<file path="config.mk">
export PLATFORM = sky130hd
export DESIGN_NAME = csr_subsys_top
export DESIGN_NICKNAME = d
export VERILOG_FILES = /design/src/verilog/csr_pkg.sv /design/src/verilog/csr_ifs.sv /design/src/verilog/csr_regfile.sv /design/src/verilog/csr_pipe.sv /design/src/verilog/csr_writeback.sv /design/src/verilog/csr_subsys_top.sv
export VERILOG_INCLUDE_DIRS = /design/src /design/src/include
export SDC_FILE = /design/constraint.sdc
export NUM_CORES = 1
export LEC_CHECK = 0
export BUFFER_PORTS_ARGS = -buffer_cell sky130_fd_sc_hd__buf_2
export CAP_MARGIN = 20
export CORE_AREA = 2 2 304 306
export DETAILED_ROUTE_END_ITERATION = 10
export DIE_AREA = 0 0 306 308
export GPL_ROUTABILITY_DRIVEN = 0
export PLACE_DENSITY_LB_ADDON = 0.1
export SLEW_MARGIN = 40
export SYNTH_ARGS = -nofsm -noshare
export SYNTH_HDL_FRONTEND = slang
export SYNTH_HIERARCHICAL = 1
export SYNTH_SLANG_ARGS = --single-unit
</file>
<file path="constraint.sdc">
create_clock -name clk_i -period 9.03 [get_ports clk_i]
set_clock_uncertainty 0.2 [all_clocks]
set_input_delay 1.3545 -clock clk_i [delete_from_list [all_inputs] [get_ports clk_i]]
set_output_delay 1.3545 -clock clk_i [all_outputs]
set_load 0.02 [all_outputs]
</file>
<file path="src/include/csr_settings.svh">
`ifndef CSR_SETTINGS_SVH
`define CSR_SETTINGS_SVH

// architectural data width
`define CSR_XLEN 32

// machine trap setup and handling
`define CSR_ADDR_MTVEC     12'h305
`define CSR_ADDR_MSCRATCH  12'h340
`define CSR_ADDR_MEPC      12'h341
`define CSR_ADDR_MCAUSE    12'h342
`define CSR_ADDR_MTVAL     12'h343

// machine counters with the high halves at +0x80
`define CSR_ADDR_MCYCLE    12'hb00
`define CSR_ADDR_MINSTRET  12'hb02
`define CSR_ADDR_MCYCLEH   12'hb80
`define CSR_ADDR_MINSTRETH 12'hb82

`endif

</file>
<file path="src/verilog/csr_pkg.sv">
`include "csr_settings.svh"

package csr_pkg;

  //////////////////////////////
  // basic widths
  //////////////////////////////

  typedef logic [`CSR_XLEN-1:0] xlen_t;
  typedef logic [11:0]          csr_addr_t;
  // register index that doubles as the 5-bit immediate of the i forms
  typedef logic [4:0]           reg_idx_t;
  // exception code below the interrupt flag at the top of mcause
  typedef logic [`CSR_XLEN-2:0] cause_t;

  //////////////////////////////
  // instruction encoding
  //////////////////////////////

  // values follow funct3 of the SYSTEM opcode
  typedef enum logic [2:0] {
    CSR_RW  = 3'd1,
    CSR_RS  = 3'd2,
    CSR_RC  = 3'd3,
    CSR_RWI = 3'd5,
    CSR_RSI = 3'd6,
    CSR_RCI = 3'd7
  } csr_op_e;

  // trap carried down the pipe with the instruction
  typedef struct packed {
    logic   valid;
    logic   is_interrupt;
    cause_t mcause;
    xlen_t  pc;
  } trap_info_t;

endpackage

</file>
<file path="src/verilog/csr_ifs.sv">
`timescale 1ns/1ps

// decode stage read port
interface csr_rd_if;
  import csr_pkg::*;

  csr_addr_t raddr;
  xlen_t     rdata;
  // in-flight flags for the minstret read correction
  logic      ex_valid;
  logic      mem_valid;

  modport regfile (
    input  raddr,
    input  ex_valid,
    input  mem_valid,
    output rdata
  );

  modport pipe (
    output raddr,
    output ex_valid,
    output mem_valid,
    input  rdata
  );
endinterface

// write-back port where a waddr of 0 means no csr write
interface csr_wb_if;
  import csr_pkg::*;

  logic       valid;
  reg_idx_t   rd_addr;
  csr_addr_t  waddr;
  xlen_t      wdata;
  trap_info_t trap;
  xlen_t      rmask;

  modport regfile (
    input  valid,
    input  rd_addr,
    input  waddr,
    input  wdata,
    input  trap,
    output rmask
  );

  modport writeback (
    output valid,
    output rd_addr,
    output waddr,
    output wdata,
    output trap,
    input  rmask
  );
endinterface

</file>
<file path="src/verilog/csr_regfile.sv">
`timescale 1ns/1ps
`include "csr_settings.svh"

module csr_regfile (
  input  logic            clk_i,
  input  logic            rst_i,
  csr_rd_if.regfile       rd_port,
  csr_wb_if.regfile       wb_port,
  output csr_pkg::xlen_t  trap_handler_addr_o
);
  import csr_pkg::*;

  xlen_t       mtvec_q;
  xlen_t       mscratch_q;
  xlen_t       mepc_q;
  xlen_t       mcause_q;
  xlen_t       mtval_q;
  logic [63:0] mcycle_q;
  logic [63:0] minstret_q;

  xlen_t       mtvec_d;
  xlen_t       mscratch_d;
  xlen_t       mepc_d;
  xlen_t       mcause_d;
  xlen_t       mtval_d;

  logic        trap_take;
  xlen_t       inflight_cnt;

  //////////////////////////////
  // read port
  //////////////////////////////

  // instructions already past issue retire before this one
  assign inflight_cnt = xlen_t'(rd_port.ex_valid) + xlen_t'(rd_port.mem_valid)
                      + xlen_t'(wb_port.valid);

  always_comb begin
    rd_port.rdata = '0;
    case (rd_port.raddr)
      `CSR_ADDR_MTVEC:     rd_port.rdata = mtvec_q;
      `CSR_ADDR_MSCRATCH:  rd_port.rdata = mscratch_q;
      `CSR_ADDR_MEPC:      rd_port.rdata = mepc_q;
      `CSR_ADDR_MCAUSE:    rd_port.rdata = mcause_q;
      `CSR_ADDR_MTVAL:     rd_port.rdata = mtval_q;
      `CSR_ADDR_MCYCLE:    rd_port.rdata = mcycle_q[31:0];
      `CSR_ADDR_MCYCLEH:   rd_port.rdata = mcycle_q[63:32];
      `CSR_ADDR_MINSTRET:  rd_port.rdata = minstret_q[31:0] + inflight_cnt;
      `CSR_ADDR_MINSTRETH: rd_port.rdata = minstret_q[63:32];
      default:             rd_port.rdata = '0;
    endcase
  end

  //////////////////////////////
  // write port and traps
  //////////////////////////////

  assign trap_take = wb_port.valid && wb_port.trap.valid;

  always_comb begin
    mtvec_d    = mtvec_q;
    mscratch_d = mscratch_q;
    mtval_d    = mtval_q;
    // a trapping instruction never carries a write address
    mepc_d     = trap_take ? wb_port.trap.pc : mepc_q;
    mcause_d   = trap_take ? {wb_port.trap.is_interrupt, wb_port.trap.mcause} : mcause_q;

    case (wb_port.waddr)
      `CSR_ADDR_MTVEC:    mtvec_d    = {wb_port.wdata[31:2], 2'b00};
      `CSR_ADDR_MSCRATCH: mscratch_d = wb_port.wdata;
      `CSR_ADDR_MEPC:     mepc_d     = wb_port.wdata;
      `CSR_ADDR_MCAUSE:   mcause_d   = wb_port.wdata;
      `CSR_ADDR_MTVAL:    mtval_d    = wb_port.wdata;
      // counters are read only so their writes fall through here
      default: ;
    endcase
  end

  always_ff @(posedge clk_i) begin
    if (rst_i) begin
      mtvec_q    <= '0;
      mscratch_q <= '0;
      mepc_q     <= '0;
      mcause_q   <= '0;
      mtval_q    <= '0;
    end else begin
      mtvec_q    <= mtvec_d;
      mscratch_q <= mscratch_d;
      mepc_q     <= mepc_d;
      mcause_q   <= mcause_d;
      mtval_q    <= mtval_d;
    end
  end

  //////////////////////////////
  // counters
  //////////////////////////////

  always_ff @(posedge clk_i) begin
    if (rst_i) begin
      mcycle_q   <= '0;
      minstret_q <= '0;
    end else begin
      mcycle_q <= mcycle_q + 64'd1;
      // every retiring instruction counts even when it traps
      if (wb_port.valid) begin
        minstret_q <= minstret_q + 64'd1;
      end
    end
  end

  //////////////////////////////
  // trap handler address
  //////////////////////////////

  always_ff @(posedge clk_i) begin
    if (rst_i) begin
      trap_handler_addr_o <= '0;
    end else begin
      trap_handler_addr_o <= {mtvec_q[31:2], 2'b00};
    end
  end

  // x0 destinations get nothing back
  assign wb_port.rmask = (wb_port.rd_addr != '0) ? '1 : '0;

endmodule

</file>
<file path="src/verilog/csr_pipe.sv">
`timescale 1ns/1ps

module csr_pipe (
  input  logic                 clk_i,
  input  logic                 rst_i,
  input  logic                 issue_valid_i,
  input  csr_pkg::csr_op_e     issue_op_i,
  input  csr_pkg::csr_addr_t   issue_addr_i,
  input  csr_pkg::reg_idx_t    issue_rd_i,
  input  csr_pkg::reg_idx_t    issue_rs1_i,
  input  csr_pkg::xlen_t       issue_rs1_val_i,
  input  csr_pkg::trap_info_t  issue_trap_i,
  csr_rd_if.pipe               rd_port,
  output logic                 wb_valid_o,
  output csr_pkg::csr_op_e     wb_op_o,
  output csr_pkg::csr_addr_t   wb_addr_o,
  output csr_pkg::reg_idx_t    wb_rd_o,
  output csr_pkg::reg_idx_t    wb_rs1_o,
  output csr_pkg::xlen_t       wb_rs1_val_o,
  output csr_pkg::xlen_t       wb_old_o,
  output csr_pkg::trap_info_t  wb_trap_o
);
  import csr_pkg::*;

  logic       ex_valid_q,   mem_valid_q;
  csr_op_e    ex_op_q,      mem_op_q;
  csr_addr_t  ex_addr_q,    mem_addr_q;
  reg_idx_t   ex_rd_q,      mem_rd_q;
  reg_idx_t   ex_rs1_q,     mem_rs1_q;
  xlen_t      ex_rs1_val_q, mem_rs1_val_q;
  xlen_t      ex_old_q,     mem_old_q;
  trap_info_t ex_trap_q,    mem_trap_q;

  // the old value is read in the issue cycle
  assign rd_port.raddr     = issue_addr_i;
  assign rd_port.ex_valid  = ex_valid_q;
  assign rd_port.mem_valid = mem_valid_q;

  //////////////////////////////
  // valid bits
  //////////////////////////////

  always_ff @(posedge clk_i) begin
    if (rst_i) begin
      ex_valid_q  <= 1'b0;
      mem_valid_q <= 1'b0;
      wb_valid_o  <= 1'b0;
    end else begin
      ex_valid_q  <= issue_valid_i;
      mem_valid_q <= ex_valid_q;
      wb_valid_o  <= mem_valid_q;
    end
  end

  //////////////////////////////
  // payload shift
  //////////////////////////////

  always_ff @(posedge clk_i) begin
    // issue -> execute
    ex_op_q       <= issue_op_i;
    ex_addr_q     <= issue_addr_i;
    ex_rd_q       <= issue_rd_i;
    ex_rs1_q      <= issue_rs1_i;
    ex_rs1_val_q  <= issue_rs1_val_i;
    ex_old_q      <= rd_port.rdata;
    ex_trap_q     <= issue_trap_i;
    // execute -> memory
    mem_op_q      <= ex_op_q;
    mem_addr_q    <= ex_addr_q;
    mem_rd_q      <= ex_rd_q;
    mem_rs1_q     <= ex_rs1_q;
    mem_rs1_val_q <= ex_rs1_val_q;
    mem_old_q     <= ex_old_q;
    mem_trap_q    <= ex_trap_q;
    // memory -> write-back
    wb_op_o       <= mem_op_q;
    wb_addr_o     <= mem_addr_q;
    wb_rd_o       <= mem_rd_q;
    wb_rs1_o      <= mem_rs1_q;
    wb_rs1_val_o  <= mem_rs1_val_q;
    wb_old_o      <= mem_old_q;
    wb_trap_o     <= mem_trap_q;
  end

endmodule

</file>
<file path="src/verilog/csr_writeback.sv">
`timescale 1ns/1ps

module csr_writeback (
  input  logic                 wb_valid_i,
  input  csr_pkg::csr_op_e     wb_op_i,
  input  csr_pkg::csr_addr_t   wb_addr_i,
  input  csr_pkg::reg_idx_t    wb_rd_i,
  input  csr_pkg::reg_idx_t    wb_rs1_i,
  input  csr_pkg::xlen_t       wb_rs1_val_i,
  input  csr_pkg::xlen_t       wb_old_i,
  input  csr_pkg::trap_info_t  wb_trap_i,
  csr_wb_if.writeback          wb_port,
  output logic                 rd_we_o,
  output csr_pkg::reg_idx_t    rd_addr_o,
  output csr_pkg::xlen_t       rd_wdata_o
);
  import csr_pkg::*;

  xlen_t src;
  xlen_t new_val;
  logic  is_set_clr;
  logic  do_write;

  //////////////////////////////
  // new value
  //////////////////////////////

  // immediate forms use the rs1 field as a zero-extended operand
  always_comb begin
    case (wb_op_i)
      CSR_RWI, CSR_RSI, CSR_RCI: src = xlen_t'(wb_rs1_i);
      default:                   src = wb_rs1_val_i;
    endcase
  end

  always_comb begin
    case (wb_op_i)
      CSR_RS, CSR_RSI: new_val = wb_old_i | src;
      CSR_RC, CSR_RCI: new_val = wb_old_i & ~src;
      default:         new_val = src;
    endcase
  end

  // set or clear with x0 / zero immediate only reads
  assign is_set_clr = (wb_op_i == CSR_RS) || (wb_op_i == CSR_RSI)
                   || (wb_op_i == CSR_RC) || (wb_op_i == CSR_RCI);

  assign do_write = wb_valid_i && !wb_trap_i.valid && !(is_set_clr && (wb_rs1_i == '0));

  //////////////////////////////
  // write-back port
  //////////////////////////////

  assign wb_port.valid   = wb_valid_i;
  assign wb_port.rd_addr = wb_rd_i;
  assign wb_port.waddr   = do_write ? wb_addr_i : '0;
  assign wb_port.wdata   = new_val;
  assign wb_port.trap    = wb_trap_i;

  // integer register file result
  assign rd_we_o    = wb_valid_i && !wb_trap_i.valid;
  assign rd_addr_o  = wb_rd_i;
  assign rd_wdata_o = wb_old_i & wb_port.rmask;

endmodule

</file>
<file path="src/verilog/csr_subsys_top.sv">
`timescale 1ns/1ps

module csr_subsys_top (
  input  logic                clk_i,
  input  logic                rst_i,
  input  logic                issue_valid_i,
  input  csr_pkg::csr_op_e    issue_op_i,
  input  csr_pkg::csr_addr_t  issue_addr_i,
  input  csr_pkg::reg_idx_t   issue_rd_i,
  input  csr_pkg::reg_idx_t   issue_rs1_i,
  input  csr_pkg::xlen_t      issue_rs1_val_i,
  input  logic                issue_trap_valid_i,
  input  logic                issue_trap_irq_i,
  input  csr_pkg::cause_t     issue_trap_cause_i,
  input  csr_pkg::xlen_t      issue_trap_pc_i,
  output logic                rd_we_o,
  output csr_pkg::reg_idx_t   rd_addr_o,
  output csr_pkg::xlen_t      rd_wdata_o,
  output csr_pkg::xlen_t      trap_handler_addr_o
);
  import csr_pkg::*;

  trap_info_t issue_trap;

  // write-back stage between pipe and writeback
  logic       wb_valid;
  csr_op_e    wb_op;
  csr_addr_t  wb_addr;
  reg_idx_t   wb_rd;
  reg_idx_t   wb_rs1;
  xlen_t      wb_rs1_val;
  xlen_t      wb_old;
  trap_info_t wb_trap;

  csr_rd_if u_rd_if ();
  csr_wb_if u_wb_if ();

  assign issue_trap.valid        = issue_trap_valid_i;
  assign issue_trap.is_interrupt = issue_trap_irq_i;
  assign issue_trap.mcause       = issue_trap_cause_i;
  assign issue_trap.pc           = issue_trap_pc_i;

  csr_pipe u_csr_pipe (
    .clk_i           (clk_i),
    .rst_i           (rst_i),
    .issue_valid_i   (issue_valid_i),
    .issue_op_i      (issue_op_i),
    .issue_addr_i    (issue_addr_i),
    .issue_rd_i      (issue_rd_i),
    .issue_rs1_i     (issue_rs1_i),
    .issue_rs1_val_i (issue_rs1_val_i),
    .issue_trap_i    (issue_trap),
    .rd_port         (u_rd_if.pipe),
    .wb_valid_o      (wb_valid),
    .wb_op_o         (wb_op),
    .wb_addr_o       (wb_addr),
    .wb_rd_o         (wb_rd),
    .wb_rs1_o        (wb_rs1),
    .wb_rs1_val_o    (wb_rs1_val),
    .wb_old_o        (wb_old),
    .wb_trap_o       (wb_trap)
  );

  csr_regfile u_csr_regfile (
    .clk_i               (clk_i),
    .rst_i               (rst_i),
    .rd_port             (u_rd_if.regfile),
    .wb_port             (u_wb_if.regfile),
    .trap_handler_addr_o (trap_handler_addr_o)
  );

  csr_writeback u_csr_writeback (
    .wb_valid_i   (wb_valid),
    .wb_op_i      (wb_op),
    .wb_addr_i    (wb_addr),
    .wb_rd_i      (wb_rd),
    .wb_rs1_i     (wb_rs1),
    .wb_rs1_val_i (wb_rs1_val),
    .wb_old_i     (wb_old),
    .wb_trap_i    (wb_trap),
    .wb_port      (u_wb_if.writeback),
    .rd_we_o      (rd_we_o),
    .rd_addr_o    (rd_addr_o),
    .rd_wdata_o   (rd_wdata_o)
  );

endmodule

</file>
Word level (Yosys, flattened, before mapping)
Index checks and enable logic that the tools add are counted.

Muxes and demuxes: 9. Reductions and logical operators: 16. $add $sub $neg: 5. Bitwise logic cells: 4. Eq/ne operators: 19.

Operators by type and width (count): $pmux 32 s9 (1); $mux 32 (6); $add 64x1->64 const B (2); $eq 12x10->1 const B (10); $and 32x32->32 (2); $pmux 32 s2 (1); $eq 12x12->1 const B (4); $add 32x1->32 (1); $add 32x32->32 (1); $not 32->32 (1); $or 32x32->32 (1); $mux 12 (1); $eq 3x3->1 const B (3); $eq 3x2->1 const B (2); $logic_not 5->1 (1); $reduce_bool 5->1 (1); $logic_and 1x1->1 (4); $reduce_bool 2->1 (2); $reduce_or 2->1 (2); $logic_or 1x1->1 (3); $reduce_or 3->1 (1); $add 1x1->2 (1); $logic_not 1->1 (2).

Word-level logic and storage cells: 95. Flip-flop bits (word level): 783. Bits of input ports: 125.

Depth between registers and ports, before layout
Gate-level depths: netlist of run 1.

Word-level depth: 10. Mapped depth: 11. Mapped depth without buffers: 9.

Cells and area by module
The synthesis of run 1 kept the hierarchy.

Modules (own cells, without submodules): csr_regfile (seq. area each 6326.1 um^2, cells an instance 1922, area an instance 15743.8 um^2, times used 1); csr_pipe (seq. area each 9308.9 um^2, cells an instance 480, area an instance 9417.8 um^2, times used 1); csr_writeback (seq. area each 0.0 um^2, cells an instance 287, area an instance 1864.3 um^2, times used 1).

Worst setup path before layout of run 1
Ideal clock, no wire load.

Path type: input -> register. Start point: in issue_addr_i[2]. End point: reg u_csr_pipe.ex_old_q[27]. Path buffers: 3. Library setup time: 0.085 ns. Arrival time: 3.299 ns. Data required time: 8.745 ns. Stages on the path: 7. Setup slack: 5.446 ns. Cells stage by stage: buf_4 -> clkbuf_1 -> or4_1 -> nor3_1 -> clkbuf_1 -> a22oi_1 -> o2111ai_1.

Word-level cells in the longest chain between the ends: 2.

RTL lines: start: declaration (line csr_subsys_top.sv:8) `input csr_pkg::csr_addr_t issue_addr_i,`; $eq 12x12->1 or $eq 12x10->1 (tied branches) (line csr_regfile.sv:40) `case (rd_port.raddr)`; $pmux 32 s9 * (line csr_regfile.sv:40); net u_rd_if.rdata[27] (line csr_ifs.sv:8) `xlen_t rdata;`; end signal: assignment (line csr_pipe.sv:66) `ex_old_q <= rd_port.rdata;`; end: declaration (line csr_pipe.sv:31) `xlen_t ex_old_q, mem_old_q;`.

The timed path passes the listed nets; every way through them passes the cells marked *. A chain may end at the register's enable or synchronous reset.

Worst setup path in the final report of run 1
Start point: reg u_csr_pipe.wb_op_o[1]. End point: reg u_csr_regfile.mcause_q[17].

Word-level cells in the longest chain between the ends: 10.

RTL lines: start: declaration (line csr_pipe.sv:15) `output csr_pkg::csr_op_e wb_op_o,`; start signal: assignment (line csr_pipe.sv:77) `wb_op_o <= mem_op_q;`; $eq 3x2->1 or $eq 3x3->1 (tied branches) (line csr_writeback.sv:45) `assign is_set_clr = (wb_op_i == CSR_RS) || (wb_op_i == CSR_RSI)`; $logic_or 1x1->1 (line csr_writeback.sv:45); $logic_or 1x1->1 (line csr_writeback.sv:46) `|| (wb_op_i == CSR_RC) || (wb_op_i == CSR_RCI);`; $logic_or 1x1->1 * (line csr_writeback.sv:46); $logic_and 1x1->1 * (line csr_writeback.sv:48) `assign do_write = wb_valid_i && !wb_trap_i.valid && !(is_set_clr && (wb_rs1_i == '0));`; $logic_not 1->1 * (line csr_writeback.sv:48); $logic_and 1x1->1 * (line csr_writeback.sv:48); $mux 12 * (line csr_writeback.sv:56) `assign wb_port.waddr = do_write ? wb_addr_i : '0;`; net u_wb_if.waddr[3] (line csr_ifs.sv:34) `csr_addr_t waddr;`; $eq 12x10->1 * (line csr_regfile.sv:68) `case (wb_port.waddr)`; $mux 32 or $reduce_bool 2->1 (tied branches); end signal: assignment (line csr_regfile.sv:90) `mcause_q <= mcause_d;`; end: declaration (line csr_regfile.sv:16) `xlen_t mcause_q;`.

Marks and branches as above.

==> results of run 1 <==
==> layer usage <==
metal / share of wire / track usage
met5: 0.00029 / 0
met4: 0.042 / 0.0779
met3: 0.061 / 0.0369
met2: 0.43 / 0.295
met1: 0.46 / 0.264
==> power by group through the flow <==
stage,sequential (mW),clock (mW),combinational (mW)
after CTS,3.58,3.93,0.212
after detailed placement,3.66,0,0.212
final,3.58,3.83,0.213
after global placement,3.66,0,0.195
after global routing,3.59,4.06,0.230
after floorplan,3.63,0,0.133
==> how the worst max path moves through the flow <==
stage / endpoint / slack, ps / cells after the start
finish: u_csr_regfile/mcause_q[17] / 5120 / 9
global route: u_csr_regfile/mcause_q[17] / 4870 / 10
floorplan: u_csr_pipe/ex_old_q[27] / 5450 / 7
CTS: u_csr_regfile/mcause_q[26] / 5110 / 10
detailed placement: u_csr_pipe/ex_old_q[23] / 5000 / 6
global placement: u_csr_regfile/mtval_q[25] / 4630 / 9
==> layout make-up <==
| type | count | area (µm²) | share of cell area |
|---|---|---|---|
| clock inverters | 41 | 637 | 0.0200 |
| diodes | 1 | 2.50 | 0.0000785 |
| well taps | 1186 | 1480 | 0.0465 |
| multi-input cells | 1597 | 10100 | 0.317 |
| flip-flops and latches | 781 | 15600 | 0.490 |
| inverters | 33 | 124 | 0.00388 |
| repair buffers | 238 | 1380 | 0.0432 |
| clock buffers | 115 | 2500 | 0.0786 |
==> sequential cells by signal, indices dropped and copies added, names as in the netlist, 12 cells and up <==
name,count
u_csr_regfile/mscratch_q,32
u_csr_pipe/ex_old_q,32
u_csr_pipe/mem_addr_q,12
u_csr_pipe/mem_trap_q,65
u_csr_pipe/wb_trap_o,65
u_csr_pipe/ex_addr_q,12
u_csr_pipe/ex_rs1_val_q,32
u_csr_regfile/trap_handler_addr_o,30
u_csr_pipe/mem_old_q,32
u_csr_regfile/mepc_q,32
u_csr_regfile/mcause_q,32
u_csr_regfile/mtvec_q,30
u_csr_regfile/mtval_q,32
u_csr_regfile/minstret_q,64
u_csr_regfile/mcycle_q,64
u_csr_pipe/ex_trap_q,65
u_csr_pipe/wb_old_o,32
u_csr_pipe/wb_addr_o,12
u_csr_pipe/wb_rs1_val_o,32
u_csr_pipe/mem_rs1_val_q,32
==> cells in the final DEF, fill, tap and decap left out, types with 7 or more instances in the layout <==
cell / synthesis / final
xor2_1: 46 / 46
o21ai_0: 60 / 60
and2_1: 42 / 42
clkbuf_16: 0 / 89
nand2_1: 202 / 198
and3_1: 13 / 13
mux2i_1: 95 / 95
nor2b_1: 40 / 37
a222oi_1: 22 / 22
a211oi_1: 31 / 9
clkinv_2: 0 / 13
buf_2: 13 / 194
a211oi_4: 0 / 10
nor4_1: 18 / 11
a21oi_1: 128 / 128
and4_1: 12 / 10
inv_1: 33 / 33
nor2_1: 266 / 265
buf_4: 122 / 38
a311oi_1: 64 / 64
xnor2_1: 52 / 52
clkbuf_8: 0 / 18
a21o_1: 30 / 30
or4_1: 25 / 25
a22oi_1: 24 / 24
o2bb2ai_1: 11 / 11
dfxtp_1: 781 / 779
nor3_1: 37 / 32
a22o_1: 8 / 8
or3_1: 44 / 44
a221oi_1: 19 / 18
nand3_1: 136 / 135
o211ai_1: 11 / 11
bufinv_16: 0 / 15
nand4b_1: 7 / 7
o22ai_1: 7 / 7
o31ai_1: 15 / 15
nand4_1: 63 / 63
a211oi_2: 0 / 12
clkbuf_1: 127 / 8
==> worst register-to-register path: cells and delay by family, from the launching register on <==
kind                   cells  cell delay [ps]
AOI/OAI and AO/OA          2              820
buffers and inverters      2              800
DFF                        1              310
and+or+nand+nor            5             1700
==> stage by stage <==
step	hold WS, ps	cells	power (mW)	setup slack, ps	cell area (µm²)
after floorplan	110	2690	3.77	5450	27000
after CTS	111	3989	7.72	5110	31800
after global routing	124	3991	7.88	4870	31900
final	111	3992	7.62	5120	31900
after detailed placement	112	3833	3.87	5000	28700
after global placement	110	3827	3.85	4630	28400
==> cell families after synthesis <==
logic type,Yosys count,synth area share
AOI/OAI and AO/OA,447,0.114
DFF,781,0.579
and+or+nand+nor,943,0.173
adders and majority gates,6,0.00333
xor gates and xnor gates,98,0.0318
muxes,101,0.0377
buffers and inverters,312,0.0613
other,1,0.000139
==> results.yml, run 1 <==
drt:
  vias: 20100
  routedWlPerCell_um: 23.0
  drt_first_pass_iters: 7
  totalWireLength_mm: 91.7
  avgViaCountPerCell: 5.02
  antenna_left: 0
  drc_errors: 0
  drt_iter0_drc: 1790
setup_path:
  rrSetupSlack_ps: 5120
  worstPathArrival_ps: 4250
  reg2reg_from: "u_csr_pipe/wb_op_o[1]"
  crit_fanout: 64
  worstSetupPathType: "reg2reg"
  start_kind: "flop"
  timing.rr.end: "u_csr_regfile/mcause_q[17]"
  cp_top_family: "simple AND/OR/NAND/NOR gates"
  crit_buf_inv: 2
  critPathSlowestCell: "or4_1"
  cp_cell_sequence: "buf_4 > nand2b_1 > o21a_1 > and2_4 > or4_1 > nor4_2 > nand3b_1 > buf_4 > a311oi_1"
  required_ps: 9370
  worstSetupEndpointType: "flop"
  cpMostUsedCell: "buf_4"
  critPathMaxStageDelay_ps: 550
  r2r_cells: 9
  cp-startpoint: "u_csr_pipe/wb_op_o[1]"
placement:
  post-dp-hpwl_mm: 67.2
  portBuffers: 192
sta:
  slew_headroom: 0.399
  finalSetupTns_ps: 0
  finalSetupViolCount: 0
  slew_violations: 0
  fmax_ghz: 0.256
  timing.final.crit_share: 0.433
  hold_viol: 0
  worst_pin_slew_ps: 898
  rsz0062_at_grt: "no"
  period_needed_ps: 3910
die:
  core_area_mm2: 0.0910
  die_h_um: 308
  die_w_um: 306
  start_util: 0.297
  dieArea_mm2: 0.0942
  rows: 111
  ios: 195
synthesis:
  yosys-top-cells-count: "dfxtp_1 (781), nor2_1 (266), nand2_1 (202)"
  synth_edf_count: 0
  yosysMostFrequentCell: "dfxtp_1"
  synthTopCellsByArea: "dfxtp_1 (58%), nor2_1 (3.7%), mux2i_1 (3.5%), buf_4 (3.4%), nand2_1 (2.8%)"
  ys_warn_count: 6
  syn_area_mm2: 0.0270
  synth-seq-area-share: 0.579
  synth_cell_types: 65
  synth_top_area_frac: 0.579
  synth_seq_cells: 781
  synth.avg_cell_area_um2: 10.1
  synth_area_leader_cell: "dfxtp_1"
  async_reset_ff_frac: 0
  synth_cells: 2689
  ys_dominant_reg_cell: "dfxtp_1"
pwr:
  leakagePower_nw: 12.3
  p_sw_frac: 0.214
  power_switching_mw: 1.63
  comb_power_share: 0.028
  vdd_ir_drop_max_mv: 0.139
  p_int_mw: 5.99
  seq_power_share: 0.470
  clock_power_share: 0.502
  power_per_cell_area_mw_per_mm2: 239
run:
  cap_violations: 0
global_routing:
  grt.total_usage: 0.192
  grt_antenna_before_repair: 7
  grt_overflow_total: 0
  grt_pass1_vias: 19700
  grt_pass1_wl_mm: 134
  grt_max_degree: 130
cts:
  root_buffer: "clkbuf_16"
  cts_max_level: 3
  cts_buffers: 85
  clk_pin_slew_ps: 60
  clockBufferDepth: 3
  cts_sinks: 781
  post_cts_resized: 0
  worstSkewPairLatency_ps: 650
  cts_hold_buffers: 0
  tritoncts: "built"
  cts_setup_buffers: 0
worst_hold_path:
  hp-class: "reg2reg"
  hold_end: "u_csr_pipe/wb_trap_o[39]"
  hp-start: "u_csr_pipe/mem_trap_q[39]"
  holdPathStages: 0
final_layout:
  final_util: 0.351
  fillers: 9091
  finalNetCount: 2867
  area_growth_syn_to_layout_pct: 18.0
  layout-drive-gt1-share: 0.166
status:
  status: "finished, final reports clean"
Note: power is estimated with default switching activity, not from simulation.
==> run 2, diff against run 1 <==
==> constraint.sdc (replaced) <==
create_clock -name clk_i -period 3.3 [get_ports clk_i]
set_clock_uncertainty 0.2 [all_clocks]
set_input_delay 0.495 -clock clk_i [delete_from_list [all_inputs] [get_ports clk_i]]
set_output_delay 0.495 -clock clk_i [all_outputs]
set_load 0.02 [all_outputs]
==> results.yml, run 2 (same netlist as run 1, synthesis figures left out) <==
global_routing:
  grt_pass1_wl_mm: 135
  grt_overflow_total: 0
  grt_max_degree: 93
  grt.total_usage: 0.193
  grt_pass1_vias: 20600
  grt_antenna_before_repair: 5
sta:
  timing.final.crit_share: 0.987
  rsz0062_at_grt: "yes"
  fmax_ghz: 0.307
  slew_violations: 0
  slew_headroom: 0.443
  worst_pin_slew_ps: 835
  layout_setup_ws_ps: 41.5
  period_needed_ps: 3260
  hold_viol: 0
  finalSetupViolCount: 0
  finalSetupTns_ps: 0
die:
  rows: 111
  die_w_um: 306
  die_h_um: 308
  dieArea_mm2: 0.0942
  core_area_mm2: 0.0910
  start_util: 0.297
  ios: 195
pwr:
  total_power_mw: 20.6
  vdd_ir_drop_max_mv: 0.424
  power_per_cell_area_mw_per_mm2: 611
  leakagePower_nw: 13.3
placement:
  place_inst: 3940
  placed_cell_area_mm2: 0.0294
  portBuffers: 192
  post-dp-hpwl_mm: 66.8
  pre_cts_ws_ps: -85.6
final_layout:
  area_growth_syn_to_layout_pct: 24.8
  fillers: 9009
  multi_input_area_mm2: 0.00991
  ff_latch_area_mm2: 0.0156
  final_common_cell: "dfxtp_1"
  finalNetCount: 3100
  finalNonFillerCells: 4227
  post-route-cell-area_mm2: 0.0337
  most-common-layout-cells: "dfxtp_1 (777), nor2_1 (265), nand2_1 (199)"
  diodes: 0
  layout-drive-gt1-share: 0.185
  reg_top3: "u_csr_pipe/ex_trap_q: 65 flops, u_csr_pipe/mem_trap_q: 65 flops, u_csr_pipe/wb_trap_o: 65 flops"
worst_hold_path:
  hold_end: "u_csr_pipe/ex_addr_q[1]"
  holdPathStages: 2
  hp-class: "in2reg"
  hp-start: "issue_addr_i[1]"
cts:
  clockBufferDepth: 3
  root_buffer: "clkbuf_16"
  clk_pin_slew_ps: 60
  cts_max_level: 3
  cts_sinks: 781
  cts_buffers: 87
  tritoncts: "built"
  worstSkewPairLatency_ps: 660
drt:
  antenna_left: 0
  totalWireLength_mm: 93.0
  drt_iter0_drc: 1916
  drt_first_pass_iters: 9
  vias: 21000
  avgViaCountPerCell: 4.97
  drc_errors: 0
  routedWlPerCell_um: 22.0
status:
  status: "finished, final reports clean"
setup_path:
  cp_top_family: "simple AND/OR/NAND/NOR gates"
  critPathSlowestCell: "or4_4"
  cp_cell_sequence: "fa_1 > ha_2 > inv_2 > fa_2 > nand4b_1 > or4_4 > buf_4 > nor3_2 > xnor2_1 > o21ai_0"
  rrSetupSlack_ps: 40
  worstPathArrival_ps: 3580
  reg2reg_from: "u_csr_regfile/minstret_q[0]"
  worstSetupPathType: "reg2reg"
  crit_buf_inv: 2
  worstSetupEndpointType: "flop"
  required_ps: 3620
  r2r_cells: 10
  crit_fanout: 4
  critPathMaxStageDelay_ps: 650
  timing.rr.end: "u_csr_pipe/ex_old_q[30]"
  start_kind: "flop"
run:
  cap_violations: 0
[run 2: cell types whose count changed in the layout (fill, tap and decap cells not counted), sizes merged]
cell,previous run,this run
clkinv,18,24
buf,238,346
clkbuf,115,112
inv,35,40
bufinv,15,10
dlygate4sd3,0,122
clkinvlp,6,9
diode,1,0
[run 2: area by class of cell]
type                            count  share of cell area
Inverter                           33             0.00367
Sequential cell                   781               0.464
Tap cell                         1186              0.0440
Multi-Input combinational cell   1597               0.294
Clock buffer                      111              0.0717
Timing Repair Buffer              469               0.105
Clock inverter                     50              0.0179
[run 2: worst max-delay path by stage]
stage	slack, ps	to	cells past startpoint	start
2_1_floorplan	110	u_csr_regfile/mtval_q[3]	11	u_csr_pipe/wb_rs1_o[4]
6_report	40	u_csr_pipe/ex_old_q[30]	10	u_csr_regfile/minstret_q[0]
3_5_place_dp	-90	u_csr_pipe/ex_old_q[26]	10	u_csr_pipe/rd_port.ex_valid
5_1_grt	-70	u_csr_pipe/ex_old_q[26]	10	u_csr_regfile/minstret_q[0]
3_3_place_gp	-70	u_csr_pipe/ex_old_q[26]	10	u_csr_pipe/rd_port.ex_valid
4_1_cts	20	u_csr_pipe/ex_old_q[22]	10	u_csr_pipe/rd_port.ex_valid
[run 2: metal layers]
| metal | share of wire | vias to the layer above | track usage |
|---|---|---|---|
| met1 | 0.44 | 10200 | 0.253 |
| li1 | - | 9937 | - |
| met4 | 0.038 | 2 | 0.0752 |
| met2 | 0.44 | 711 | 0.304 |
| met3 | 0.075 | 154 | 0.0484 |
| met5 | 0.00014 | - | 0 |
[run 2: metrics by stage]
stage,util,hold slack (ps)
2_1_floorplan,-,110
3_3_place_gp,0.323,111
3_5_place_dp,0.323,112
4_1_cts,0.370,60.7
5_1_grt,0.371,63.5
6_report,0.371,60.3
[run 2: timing repair]
action / in CTS / in global routing
setup endpoints to repair: 3 / 63
buffers inserted: 0 / 3
gates cloned: 0 / 1
hold buffers: 122 / 0
hold endpoints to repair: 122 / 0
pin swaps: 0 / 8
gates resized for setup: 2 / 18
[run 2: where the power goes]
part	leakage, nW	total (mW)	switching (mW)	internal (mW)
Sequential	6.43	9.78	0.0943	9.69
Combinational	5.34	0.717	0.407	0.310
Clock	1.47	10.1	4.10	6.02
Total	13.3	20.6	4.60	16.0
